$ cat src/rtl/serial_link_pkg.sv
//////////////////////////////
// Serial link shared types
// Flit layout, credit type and link widths
//////////////////////////////

package serial_link_pkg;

  //////////////////////////////
  // Widths
  //////////////////////////////

  localparam int PayloadWidth = 32;
  localparam int CreditWidth  = 4;
  localparam int FlitWidth    = 40;

  // Default receive buffer depth, also the initial transmit credit count
  localparam int NumCreditsDefault = 8;

  typedef logic [CreditWidth-1:0]  credit_t;
  typedef logic [PayloadWidth-1:0] payload_t;

  //////////////////////////////
  // Flit formats
  //////////////////////////////

  // Framed view used in normal mode
  typedef struct packed {
    payload_t   payload;
    credit_t    credits;
    logic       credit_only;
    logic [2:0] spare;
  } link_frame_t;

  // One PHY word, framed in normal mode and raw in calibration mode
  typedef union packed {
    link_frame_t          frame;
    logic [FlitWidth-1:0] raw;
  } link_flit_u;

endpackage

$ cat src/rtl/serial_link_credit_ctrl.sv
//////////////////////////////
// Serial link credit control
// Transmit credits and credits owed to the far side
//////////////////////////////

`timescale 1ns/1ps

module serial_link_credit_ctrl #(
  parameter int NumCredits      = serial_link_pkg::NumCreditsDefault,
  parameter int ForceSendThresh = NumCredits - 2
) (
  input  logic                     clk_i,
  input  logic                     rst_n_i,
  input  logic                     data_sent_i,
  input  logic                     credit_sent_i,
  input  logic                     rx_credit_valid_i,
  input  serial_link_pkg::credit_t rx_credits_i,
  input  logic                     payload_popped_i,
  output logic                     tx_credit_ok_o,
  output logic                     force_credit_req_o,
  output serial_link_pkg::credit_t credits_to_send_o
);
  import serial_link_pkg::*;

  // Cycles without a data flit before the link counts as idle
  localparam logic [1:0] IdleLimit = 2'd3;

  credit_t    tx_credits_q, tx_credits_d;
  credit_t    pending_q, pending_d;
  credit_t    fresh_q, fresh_d;
  credit_t    owed_total;
  logic [1:0] idle_cnt_q;
  logic       link_idle;

  always_comb begin
    tx_credits_d = tx_credits_q;
    if (data_sent_i) begin
      tx_credits_d = tx_credits_d - credit_t'(1);
    end
    if (rx_credit_valid_i) begin
      tx_credits_d = tx_credits_d + rx_credits_i;
    end
  end

  // Pending count only moves when a flit leaves, so the credit field of an
  // offered flit holds still under PHY back-pressure
  always_comb begin
    if (data_sent_i || credit_sent_i) begin
      pending_d = fresh_q + credit_t'(payload_popped_i);
      fresh_d   = '0;
    end else begin
      pending_d = pending_q;
      fresh_d   = fresh_q + credit_t'(payload_popped_i);
    end
  end

  assign owed_total = pending_q + fresh_q;
  assign link_idle  = (idle_cnt_q == IdleLimit);

  assign tx_credit_ok_o     = (tx_credits_q != '0);
  assign credits_to_send_o  = pending_q;
  assign force_credit_req_o = (owed_total >= credit_t'(ForceSendThresh)) ||
                              ((owed_total != '0) && link_idle);

  always_ff @(posedge clk_i) begin
    if (!rst_n_i) begin
      tx_credits_q <= credit_t'(NumCredits);
      pending_q    <= '0;
      fresh_q      <= '0;
      idle_cnt_q   <= '0;
    end else begin
      tx_credits_q <= tx_credits_d;
      pending_q    <= pending_d;
      fresh_q      <= fresh_d;
      if (data_sent_i) begin
        idle_cnt_q <= '0;
      end else if (!link_idle) begin
        idle_cnt_q <= idle_cnt_q + 2'd1;
      end
    end
  end

endmodule

$ cat src/rtl/serial_link_rx_path.sv
//////////////////////////////
// Serial link receive path
// Unpacks flits, drops credit-only flits, buffers payloads
//////////////////////////////

`timescale 1ns/1ps

module serial_link_rx_path #(
  parameter int NumCredits = serial_link_pkg::NumCreditsDefault
) (
  input  logic                        clk_i,
  input  logic                        rst_n_i,
  input  serial_link_pkg::link_flit_u phy_data_i,
  input  logic                        phy_valid_i,
  output logic                        phy_ready_o,
  input  logic                        raw_mode_en_i,
  output serial_link_pkg::payload_t   m_payload_o,
  output logic                        m_valid_o,
  input  logic                        m_ready_i,
  output serial_link_pkg::link_flit_u raw_in_data_o,
  output logic                        raw_in_valid_o,
  input  logic                        raw_in_ready_i,
  output logic                        rx_credit_valid_o,
  output serial_link_pkg::credit_t    rx_credits_o,
  output logic                        payload_popped_o
);
  import serial_link_pkg::*;

  localparam int PtrWidth = (NumCredits > 1) ? $clog2(NumCredits) : 1;

  payload_t            buf_mem [NumCredits];
  logic [PtrWidth-1:0] wr_ptr_q, rd_ptr_q;
  credit_t             count_q;
  link_frame_t         frame;
  logic                buf_full;
  logic                flit_accept;
  logic                push;
  logic                pop;

  assign frame    = phy_data_i.frame;
  assign buf_full = (count_q == credit_t'(NumCredits));

  // Credit-only flits are always taken, data waits for buffer space
  assign phy_ready_o = raw_mode_en_i ? raw_in_ready_i : (frame.credit_only || !buf_full);

  assign flit_accept = phy_valid_i && phy_ready_o && !raw_mode_en_i;
  assign push        = flit_accept && !frame.credit_only;
  assign pop         = m_valid_o && m_ready_i;

  assign rx_credit_valid_o = flit_accept && (frame.credits != '0);
  assign rx_credits_o      = frame.credits;
  assign payload_popped_o  = pop;

  // Raw view goes straight to the config read port
  assign raw_in_data_o.raw = raw_mode_en_i ? phy_data_i.raw : '0;
  assign raw_in_valid_o    = raw_mode_en_i && phy_valid_i;

  assign m_valid_o   = (count_q != '0);
  assign m_payload_o = buf_mem[rd_ptr_q];

  //////////////////////////////
  // Receive buffer
  //////////////////////////////

  always_ff @(posedge clk_i) begin
    if (!rst_n_i) begin
      wr_ptr_q <= '0;
      rd_ptr_q <= '0;
      count_q  <= '0;
    end else begin
      if (push) begin
        wr_ptr_q <= (wr_ptr_q == PtrWidth'(NumCredits - 1)) ? '0 : wr_ptr_q + PtrWidth'(1);
      end
      if (pop) begin
        rd_ptr_q <= (rd_ptr_q == PtrWidth'(NumCredits - 1)) ? '0 : rd_ptr_q + PtrWidth'(1);
      end
      count_q <= count_q + credit_t'(push) - credit_t'(pop);
    end
  end

  always_ff @(posedge clk_i) begin
    if (push) begin
      buf_mem[wr_ptr_q] <= frame.payload;
    end
  end

endmodule

$ cat src/rtl/serial_link_raw_fifo.sv
//////////////////////////////
// Serial link raw-mode FIFO
// Holds calibration words until the PHY takes them
//////////////////////////////

`timescale 1ns/1ps

module serial_link_raw_fifo #(
  parameter int Depth = 4
) (
  input  logic                                  clk_i,
  input  logic                                  rst_n_i,
  input  logic                                  clear_i,
  input  logic [serial_link_pkg::FlitWidth-1:0] push_data_i,
  input  logic                                  push_valid_i,
  input  logic                                  pop_i,
  output logic [serial_link_pkg::FlitWidth-1:0] raw_word_o,
  output logic                                  raw_valid_o,
  output logic [$clog2(Depth+1)-1:0]            fill_o,
  output logic                                  full_o
);

  localparam int PtrWidth  = (Depth > 1) ? $clog2(Depth) : 1;
  localparam int FillWidth = $clog2(Depth + 1);

  logic [serial_link_pkg::FlitWidth-1:0] mem [Depth];
  logic [PtrWidth-1:0]                   wr_ptr_q, rd_ptr_q;
  logic [FillWidth-1:0]                  fill_q;
  logic                                  push, pop;

  // Writes into a full FIFO are lost
  assign push = push_valid_i && !full_o;
  assign pop  = pop_i && raw_valid_o;

  assign full_o      = (fill_q == FillWidth'(Depth));
  assign raw_valid_o = (fill_q != '0);
  assign fill_o      = fill_q;
  assign raw_word_o  = mem[rd_ptr_q];

  always_ff @(posedge clk_i) begin
    if (!rst_n_i || clear_i) begin
      wr_ptr_q <= '0;
      rd_ptr_q <= '0;
      fill_q   <= '0;
    end else begin
      if (push) begin
        wr_ptr_q <= (wr_ptr_q == PtrWidth'(Depth - 1)) ? '0 : wr_ptr_q + PtrWidth'(1);
      end
      if (pop) begin
        rd_ptr_q <= (rd_ptr_q == PtrWidth'(Depth - 1)) ? '0 : rd_ptr_q + PtrWidth'(1);
      end
      fill_q <= fill_q + FillWidth'(push) - FillWidth'(pop);
    end
  end

  always_ff @(posedge clk_i) begin
    if (push) begin
      mem[wr_ptr_q] <= push_data_i;
    end
  end

endmodule

$ cat src/rtl/serial_link_phy_arbiter.sv
//////////////////////////////
// Serial link PHY arbiter
// Frames outgoing flits and picks data, credit-only or raw
//////////////////////////////

`timescale 1ns/1ps

module serial_link_phy_arbiter (
  input  logic                                  clk_i,
  input  logic                                  rst_n_i,
  input  logic                                  raw_mode_en_i,
  input  logic                                  raw_out_en_i,
  input  serial_link_pkg::payload_t             s_payload_i,
  input  logic                                  s_valid_i,
  output logic                                  s_ready_o,
  input  logic                                  tx_credit_ok_i,
  input  logic                                  force_credit_req_i,
  input  serial_link_pkg::credit_t              credits_to_send_i,
  input  logic [serial_link_pkg::FlitWidth-1:0] raw_word_i,
  input  logic                                  raw_valid_i,
  output logic                                  raw_pop_o,
  output logic                                  data_sent_o,
  output logic                                  credit_sent_o,
  output serial_link_pkg::link_flit_u           phy_data_o,
  output logic                                  phy_valid_o,
  input  logic                                  phy_ready_i
);
  import serial_link_pkg::*;

  logic        data_req, credit_req, raw_req;
  logic        gnt_data, gnt_credit, gnt_raw;
  logic        held_data_q, held_credit_q, held_raw_q;
  logic        lock_q;
  // Set when the credit-only source wins the next tie
  logic        rr_credit_q;
  link_frame_t frame;

  assign data_req   = !raw_mode_en_i && s_valid_i && tx_credit_ok_i;
  assign credit_req = !raw_mode_en_i && force_credit_req_i;
  assign raw_req    = raw_mode_en_i && raw_out_en_i && raw_valid_i;

  always_comb begin
    if (lock_q) begin
      // Keep the grant of a flit the PHY has not taken yet
      gnt_data   = held_data_q && data_req;
      gnt_credit = held_credit_q && credit_req;
      gnt_raw    = held_raw_q && raw_req;
    end else begin
      gnt_raw    = raw_req;
      gnt_data   = data_req && !(credit_req && rr_credit_q);
      gnt_credit = credit_req && !(data_req && !rr_credit_q);
    end
  end

  // Build the outgoing word
  always_comb begin
    frame.payload     = gnt_data ? s_payload_i : '0;
    frame.credits     = credits_to_send_i;
    frame.credit_only = gnt_credit;
    frame.spare       = '0;
    if (gnt_raw) begin
      phy_data_o.raw = raw_word_i;
    end else begin
      phy_data_o.frame = frame;
    end
  end

  assign phy_valid_o   = gnt_data || gnt_credit || gnt_raw;
  assign s_ready_o     = gnt_data && phy_ready_i;
  assign data_sent_o   = gnt_data && phy_ready_i;
  assign credit_sent_o = gnt_credit && phy_ready_i;
  assign raw_pop_o     = gnt_raw && phy_ready_i;

  always_ff @(posedge clk_i) begin
    if (!rst_n_i) begin
      lock_q        <= 1'b0;
      held_data_q   <= 1'b0;
      held_credit_q <= 1'b0;
      held_raw_q    <= 1'b0;
      rr_credit_q   <= 1'b0;
    end else begin
      lock_q        <= phy_valid_o && !phy_ready_i;
      held_data_q   <= gnt_data;
      held_credit_q <= gnt_credit;
      held_raw_q    <= gnt_raw;
      if (data_sent_o) begin
        rr_credit_q <= 1'b1;
      end else if (credit_sent_o) begin
        rr_credit_q <= 1'b0;
      end
    end
  end

endmodule

$ cat src/rtl/serial_link_data_link.sv
//////////////////////////////
// Serial link data link layer
// Credit flow control and raw calibration mode over one PHY channel
//////////////////////////////

`timescale 1ns/1ps

module serial_link_data_link #(
  parameter int  NumCredits      = serial_link_pkg::NumCreditsDefault,
  parameter int  ForceSendThresh = NumCredits - 2,
  localparam int RawFifoDepth    = 4,
  localparam int RawFillWidth    = $clog2(RawFifoDepth + 1)
) (
  input  logic                                  clk_i,
  input  logic                                  rst_n_i,
  // Payload streams
  input  serial_link_pkg::payload_t             s_payload_i,
  input  logic                                  s_valid_i,
  output logic                                  s_ready_o,
  output serial_link_pkg::payload_t             m_payload_o,
  output logic                                  m_valid_o,
  input  logic                                  m_ready_i,
  // PHY channel
  output serial_link_pkg::link_flit_u           phy_data_o,
  output logic                                  phy_valid_o,
  input  logic                                  phy_ready_i,
  input  serial_link_pkg::link_flit_u           phy_data_i,
  input  logic                                  phy_valid_i,
  output logic                                  phy_ready_o,
  // Calibration config
  input  logic                                  cfg_raw_mode_en_i,
  input  logic                                  cfg_raw_out_en_i,
  input  logic [serial_link_pkg::FlitWidth-1:0] cfg_raw_out_data_i,
  input  logic                                  cfg_raw_out_valid_i,
  input  logic                                  cfg_raw_fifo_clear_i,
  input  logic                                  cfg_raw_in_ready_i,
  output logic [serial_link_pkg::FlitWidth-1:0] cfg_raw_in_data_o,
  output logic                                  cfg_raw_in_valid_o,
  output logic [RawFillWidth-1:0]               cfg_raw_fifo_fill_o,
  output logic                                  cfg_raw_fifo_full_o
);
  import serial_link_pkg::*;

  logic                 tx_credit_ok;
  logic                 force_credit_req;
  credit_t              credits_to_send;
  logic                 data_sent;
  logic                 credit_sent;
  logic                 rx_credit_valid;
  credit_t              rx_credits;
  logic                 payload_popped;
  logic [FlitWidth-1:0] raw_word;
  logic                 raw_valid;
  logic                 raw_pop;
  link_flit_u           raw_in_flit;

  assign cfg_raw_in_data_o = raw_in_flit.raw;

  //////////////////////////////
  // Flow control
  //////////////////////////////

  serial_link_credit_ctrl #(
    .NumCredits      ( NumCredits      ),
    .ForceSendThresh ( ForceSendThresh )
  ) i_credit_ctrl (
    .clk_i              ( clk_i            ),
    .rst_n_i            ( rst_n_i          ),
    .data_sent_i        ( data_sent        ),
    .credit_sent_i      ( credit_sent      ),
    .rx_credit_valid_i  ( rx_credit_valid  ),
    .rx_credits_i       ( rx_credits       ),
    .payload_popped_i   ( payload_popped   ),
    .tx_credit_ok_o     ( tx_credit_ok     ),
    .force_credit_req_o ( force_credit_req ),
    .credits_to_send_o  ( credits_to_send  )
  );

  //////////////////////////////
  // Receive side
  //////////////////////////////

  serial_link_rx_path #(
    .NumCredits ( NumCredits )
  ) i_rx_path (
    .clk_i             ( clk_i              ),
    .rst_n_i           ( rst_n_i            ),
    .phy_data_i        ( phy_data_i         ),
    .phy_valid_i       ( phy_valid_i        ),
    .phy_ready_o       ( phy_ready_o        ),
    .raw_mode_en_i     ( cfg_raw_mode_en_i  ),
    .m_payload_o       ( m_payload_o        ),
    .m_valid_o         ( m_valid_o          ),
    .m_ready_i         ( m_ready_i          ),
    .raw_in_data_o     ( raw_in_flit        ),
    .raw_in_valid_o    ( cfg_raw_in_valid_o ),
    .raw_in_ready_i    ( cfg_raw_in_ready_i ),
    .rx_credit_valid_o ( rx_credit_valid    ),
    .rx_credits_o      ( rx_credits         ),
    .payload_popped_o  ( payload_popped     )
  );

  //////////////////////////////
  // Transmit side
  //////////////////////////////

  serial_link_raw_fifo #(
    .Depth ( RawFifoDepth )
  ) i_raw_fifo (
    .clk_i        ( clk_i                ),
    .rst_n_i      ( rst_n_i              ),
    .clear_i      ( cfg_raw_fifo_clear_i ),
    .push_data_i  ( cfg_raw_out_data_i   ),
    .push_valid_i ( cfg_raw_out_valid_i  ),
    .pop_i        ( raw_pop              ),
    .raw_word_o   ( raw_word             ),
    .raw_valid_o  ( raw_valid            ),
    .fill_o       ( cfg_raw_fifo_fill_o  ),
    .full_o       ( cfg_raw_fifo_full_o  )
  );

  serial_link_phy_arbiter i_phy_arbiter (
    .clk_i              ( clk_i             ),
    .rst_n_i            ( rst_n_i           ),
    .raw_mode_en_i      ( cfg_raw_mode_en_i ),
    .raw_out_en_i       ( cfg_raw_out_en_i  ),
    .s_payload_i        ( s_payload_i       ),
    .s_valid_i          ( s_valid_i         ),
    .s_ready_o          ( s_ready_o         ),
    .tx_credit_ok_i     ( tx_credit_ok      ),
    .force_credit_req_i ( force_credit_req  ),
    .credits_to_send_i  ( credits_to_send   ),
    .raw_word_i         ( raw_word          ),
    .raw_valid_i        ( raw_valid         ),
    .raw_pop_o          ( raw_pop           ),
    .data_sent_o        ( data_sent         ),
    .credit_sent_o      ( credit_sent       ),
    .phy_data_o         ( phy_data_o        ),
    .phy_valid_o        ( phy_valid_o       ),
    .phy_ready_i        ( phy_ready_i       )
  );

endmodule

$ cat config.mk
export PLATFORM = sky130hd
export DESIGN_NAME = serial_link_data_link
export DESIGN_NICKNAME = d
export VERILOG_FILES = /design/src/rtl/serial_link_pkg.sv /design/src/rtl/serial_link_credit_ctrl.sv /design/src/rtl/serial_link_rx_path.sv /design/src/rtl/serial_link_raw_fifo.sv /design/src/rtl/serial_link_phy_arbiter.sv /design/src/rtl/serial_link_data_link.sv
export SDC_FILE = /design/constraint.sdc
export NUM_CORES = 1
export LEC_CHECK = 0
export ABC_AREA = 1
export BUFFER_PORTS_ARGS = -buffer_cell sky130_fd_sc_hd__buf_2
export CAP_MARGIN = 10
export CORE_ASPECT_RATIO = 0.7
export CORE_MARGIN = 5
export CORE_UTILIZATION = 58
export CTS_CLUSTER_SIZE = 20
export DETAILED_ROUTE_END_ITERATION = 8
export GPL_ROUTABILITY_DRIVEN = 0
export PLACE_DENSITY = 0.8
export SLEW_MARGIN = 20
export SYNTH_ARGS = -nofsm -noshare
export SYNTH_HDL_FRONTEND = slang
export SYNTH_SLANG_ARGS = --single-unit
$ cat constraint.sdc
create_clock -name clk_i -period 3.25 [get_ports clk_i]
set_clock_uncertainty 0.05 [all_clocks]
set_input_delay 0.325 -clock clk_i [delete_from_list [all_inputs] [get_ports clk_i]]
set_output_delay 0.325 -clock clk_i [all_outputs]
set_load 0.01 [all_outputs]
==> results.py <==
metrics = {
    "place": {
        "place_inst": 2184,
        "numPortBuffers": 243,
        "hpwl_microns": 25600,
    },
    "final_layout": {
        "fin_cells": 2310,
        "nNetsFinal": 2002,
        "drive_above_1_share_pct": 20.4,
        "fillCellCount": 2136,
        "syn2layout_area_growth_pct": 19.0,
    },
    "global_route": {
        "use_met1_pct": 32.3,
        "grt.total_usage_pct": 23.9,
        "grt_pass1_wl_microns": 68700,
        "gr-max-usage-layer": "met2",
        "antenna_found_initial": 4,
        "use_met2_pct": 39.7,
        "grt_pass1_vias": 12900,
        "gr-usage-met3_pct": 4.26,
        "gr-total-overflow": 0,
        "grt_start_max_net_pins": 129,
    },
    "timing": {
        "hold_viol": 0,
        "worst_pin_slew_ps": 760,
        "holdWs_ps": 25.9,
        "period_share_pct": 96.5,
        "maxSlewHeadroom_pct": 49.3,
        "drv_slew": 0,
        "finalSetupViolations": 0,
        "max_freq_mhz": 319,
        "fin_crit_ps": 3140,
        "rsz0062_at_grt": "yes",
    },
    "clock_network": {
        "clk_pin_slew_worst_paths_ps": 60,
        "cts_tree": "yes",
        "clock-root-buffer": "clkbuf_16",
        "clock_latency_ps": 540,
        "h-tree-depth": 2,
        "cts_sinks": 457,
        "cts_setup_buffers": 0,
        "cts_buffer_depth": 3,
        "cts_inserted_buffers": 43,
    },
    "run_status": {
        "outcome": "finished clean",
    },
    "synth": {
        "synth_cells": 1572,
        "yosys_warnings": 0,
        "netlist_area_sq_um": 18800,
        "syn_avg_cell_area_sq_um": 12.0,
        "synth_cell_types": 40,
        "synth_seq_cells": 457,
        "seq_area_frac_synth_pct": 70.9,
        "mappedNetlistNets": 1726,
    },
    "run": {
        "max-cap-violations": 0,
    },
    "floorplanning": {
        "die_x_microns": 225,
        "die_h_microns": 161,
        "coreArea_sq_um": 32100,
        "die-area_sq_um": 36200,
        "start_util_pct": 58.5,
        "pin_count": 244,
        "core.rowCount": 55,
    },
    "pwr": {
        "leakage_uw": 0.00867,
        "switching_power_uw": 4140,
        "irDropWorstVdd_mv": 0.528,
        "internal-power_uw": 10300,
        "p_comb_share_pct": 20.9,
        "power.density_nw_per_um2": 646,
        "p_sw_share_pct": 28.7,
        "seq_power_share_pct": 46.3,
        "clkPwrFrac_pct": 32.8,
    },
    "routing": {
        "drtAntennaViolNets": 0,
        "via_per_inst": 5.62,
        "wl_microns": 44500,
        "drt-pass1-iter-count": 5,
        "drcViolationCount": 0,
        "vias": 13000,
        "wire_per_inst_microns": 19.3,
        "initialDrtViolationCount": 1285,
    },
    "critical_path": {
        "critPathMaxFanout": 33,
        "crit_type": "reg -> out",
        "arrival_ps": 2760,
        "required_ps": 2870,
        "ff2ff_setup_slack_ps": 130,
        "start_kind": "register",
        "end_kind": "output pin",
    },
    "worst_hold_path": {
        "hp-class": "in -> reg",
    },
}
placed cells by master (no fill, tap or decap), types with 3 or more instances in the layout:
cell           instances
edfxtp_1             416
nor2_1               346
buf_2                243
o21ai_0              214
inv_1                100
nand2_1              100
o22ai_1               67
dlygate4sd3_1         46
clkbuf_16             43
dfxtp_1               36
a31oi_1               34
a22o_1                32
buf_4                 27
ha_1                  25
nand3_1               16
nor2_4                13
a21oi_1               12
clkinv_2              11
clkinv_1              10
nand2_2                7
inv_2                  6
xor2_1                 6
clkbuf_1               6
a21oi_2                5
nand4_1                5
nor3_1                 5
a211oi_1               5
o21ai_1                4
fa_1                   4
dfxtp_2                4
xnor2_1                3
clkinv_8               3
buf_12                 3
routing by layer:
metal	wire (microns)	up-vias	part of all wire (%)
li1	-	6141	-
met1	18000	6183	41
met2	21800	576	49
met3	3500	78	7.9
met4	1110	4	2.5
met5	27	-	0.061
what timing repair did:
action / in CTS / in global routing
hold buffers: 46 / 0
endpoints found under the setup margin: 33 / 36
pin swaps: 0 / 3
hold endpoints to repair: 196 / 0
gates resized for setup: 2 / 9
cloned: 0 / 0
per-stage QoR:
stage / power, uW / worst slack, ps / util, % / cell area (sq um) / setup TNS (ps)
after floorplan: 8650 / 283 / - / 18800 / 0
after global placement: 9620 / 231 / 63.9 / 20500 / 0
after detailed placement: 9720 / 31.5 / 63.9 / 20500 / 0
after CTS: 14500 / 18.1 / 69.4 / 22300 / 0
after global routing: 15100 / -59.4 / 69.5 / 22300 / -59.4
final: 14400 / 113 / 69.5 / 22300 / 0
final timing paths:
kind,startpoint,to,cells after the start
worst max-delay path,i_credit_ctrl.credits_to_send_o[0],phy_data_o[27],10
worst min-delay path,phy_data_i[23],i_rx_path.buf_mem[1][15],1
worst max register to register,i_credit_ctrl.credits_to_send_o[0],i_credit_ctrl.tx_credits_q[3],21
worst min register to register,i_phy_arbiter.rr_credit_q,i_phy_arbiter.rr_credit_q,2
synth_stat cells, drive strengths merged:
| cell | count | area share (%) |
|---|---|---|
| a21oi | 18 | 0.58 |
| o22ai | 67 | 2.2 |
| inv | 107 | 2.2 |
| nor2 | 359 | 7.2 |
| nor3 | 5 | 0.13 |
| a211oi | 5 | 0.20 |
| a22o | 32 | 1.5 |
| buf | 33 | 0.95 |
| nand4 | 5 | 0.17 |
| xor2 | 6 | 0.28 |
| xnor2 | 3 | 0.14 |
| clkinv | 1 | 0.020 |
| o21ai | 218 | 5.8 |
| edfxtp | 416 | 66 |
| mux2i | 1 | 0.053 |
| fa | 4 | 0.43 |
| o211a | 1 | 0.053 |
| ha | 27 | 1.8 |
| nand3 | 20 | 0.72 |
| dfxtp | 41 | 4.4 |
| and3 | 1 | 0.033 |
| clkbuf | 55 | 1.1 |
| o21a | 1 | 0.040 |
| or2 | 2 | 0.067 |
| a21boi | 1 | 0.040 |
| nand2 | 109 | 2.3 |
| a31oi | 34 | 1.1 |
worst max-delay path, stage by stage (launching register included):
cell and delay [ps]:
dfxtp_2 340, ha_2 200, fa_1 420, or2_1 250
a21oi_2 210, nand2_2 100, nand3_4 110, nand2_4 90
clkinv_8 150, a22o_1 200, buf_2 150
state kept, by name, summed over array words and instances, names as in the netlist, 3 cells and up, named ones only:
name and cells:
i_credit_ctrl.credits_to_send_o 4, i_rx_path.rd_ptr_q 3, i_raw_fifo.fill_o 3, i_rx_path.buf_mem 256, i_raw_fifo.mem 160, i_rx_path.count_q 4
i_rx_path.wr_ptr_q 3, i_credit_ctrl.tx_credits_q 4, i_credit_ctrl.fresh_q 4
layout make-up:
class	instances	area, sq um	share of cell area, %
flip-flops and latches	457	13300	59.6
multi-input cells	919	4800	21.5
inverters	108	418	1.87
diodes	2	5.00	0.0224
repair buffers	319	1940	8.68
clock inverters	27	206	0.924
well taps	427	534	2.39
clock buffers	51	1120	5.01
power groups by stage:
stage / combinational [uW] / sequential [uW] / clock, uW
finish: 3010 / 6680 / 4730
global route: 3320 / 6690 / 5060
CTS: 2990 / 6680 / 4790
detailed placement: 2920 / 6800 / 0
global placement: 2830 / 6790 / 0
floorplan: 1870 / 6780 / 0
logic make-up (layout without fill, tap and decap cells):
group,count (synthesis),count (layout),share of synthesized area (%)
and+or+nand+nor,501,501,10.7
DFF,457,457,70.9
AOI/OAI and AO/OA,377,377,11.6
buffers and inverters,196,505,4.22
adders and majority gates,31,31,2.22
xor gates and xnor gates,9,9,0.420
muxes,1,1,0.0533
other,0,2,0
No activity file was read; power rests on OpenSTA's default activity.
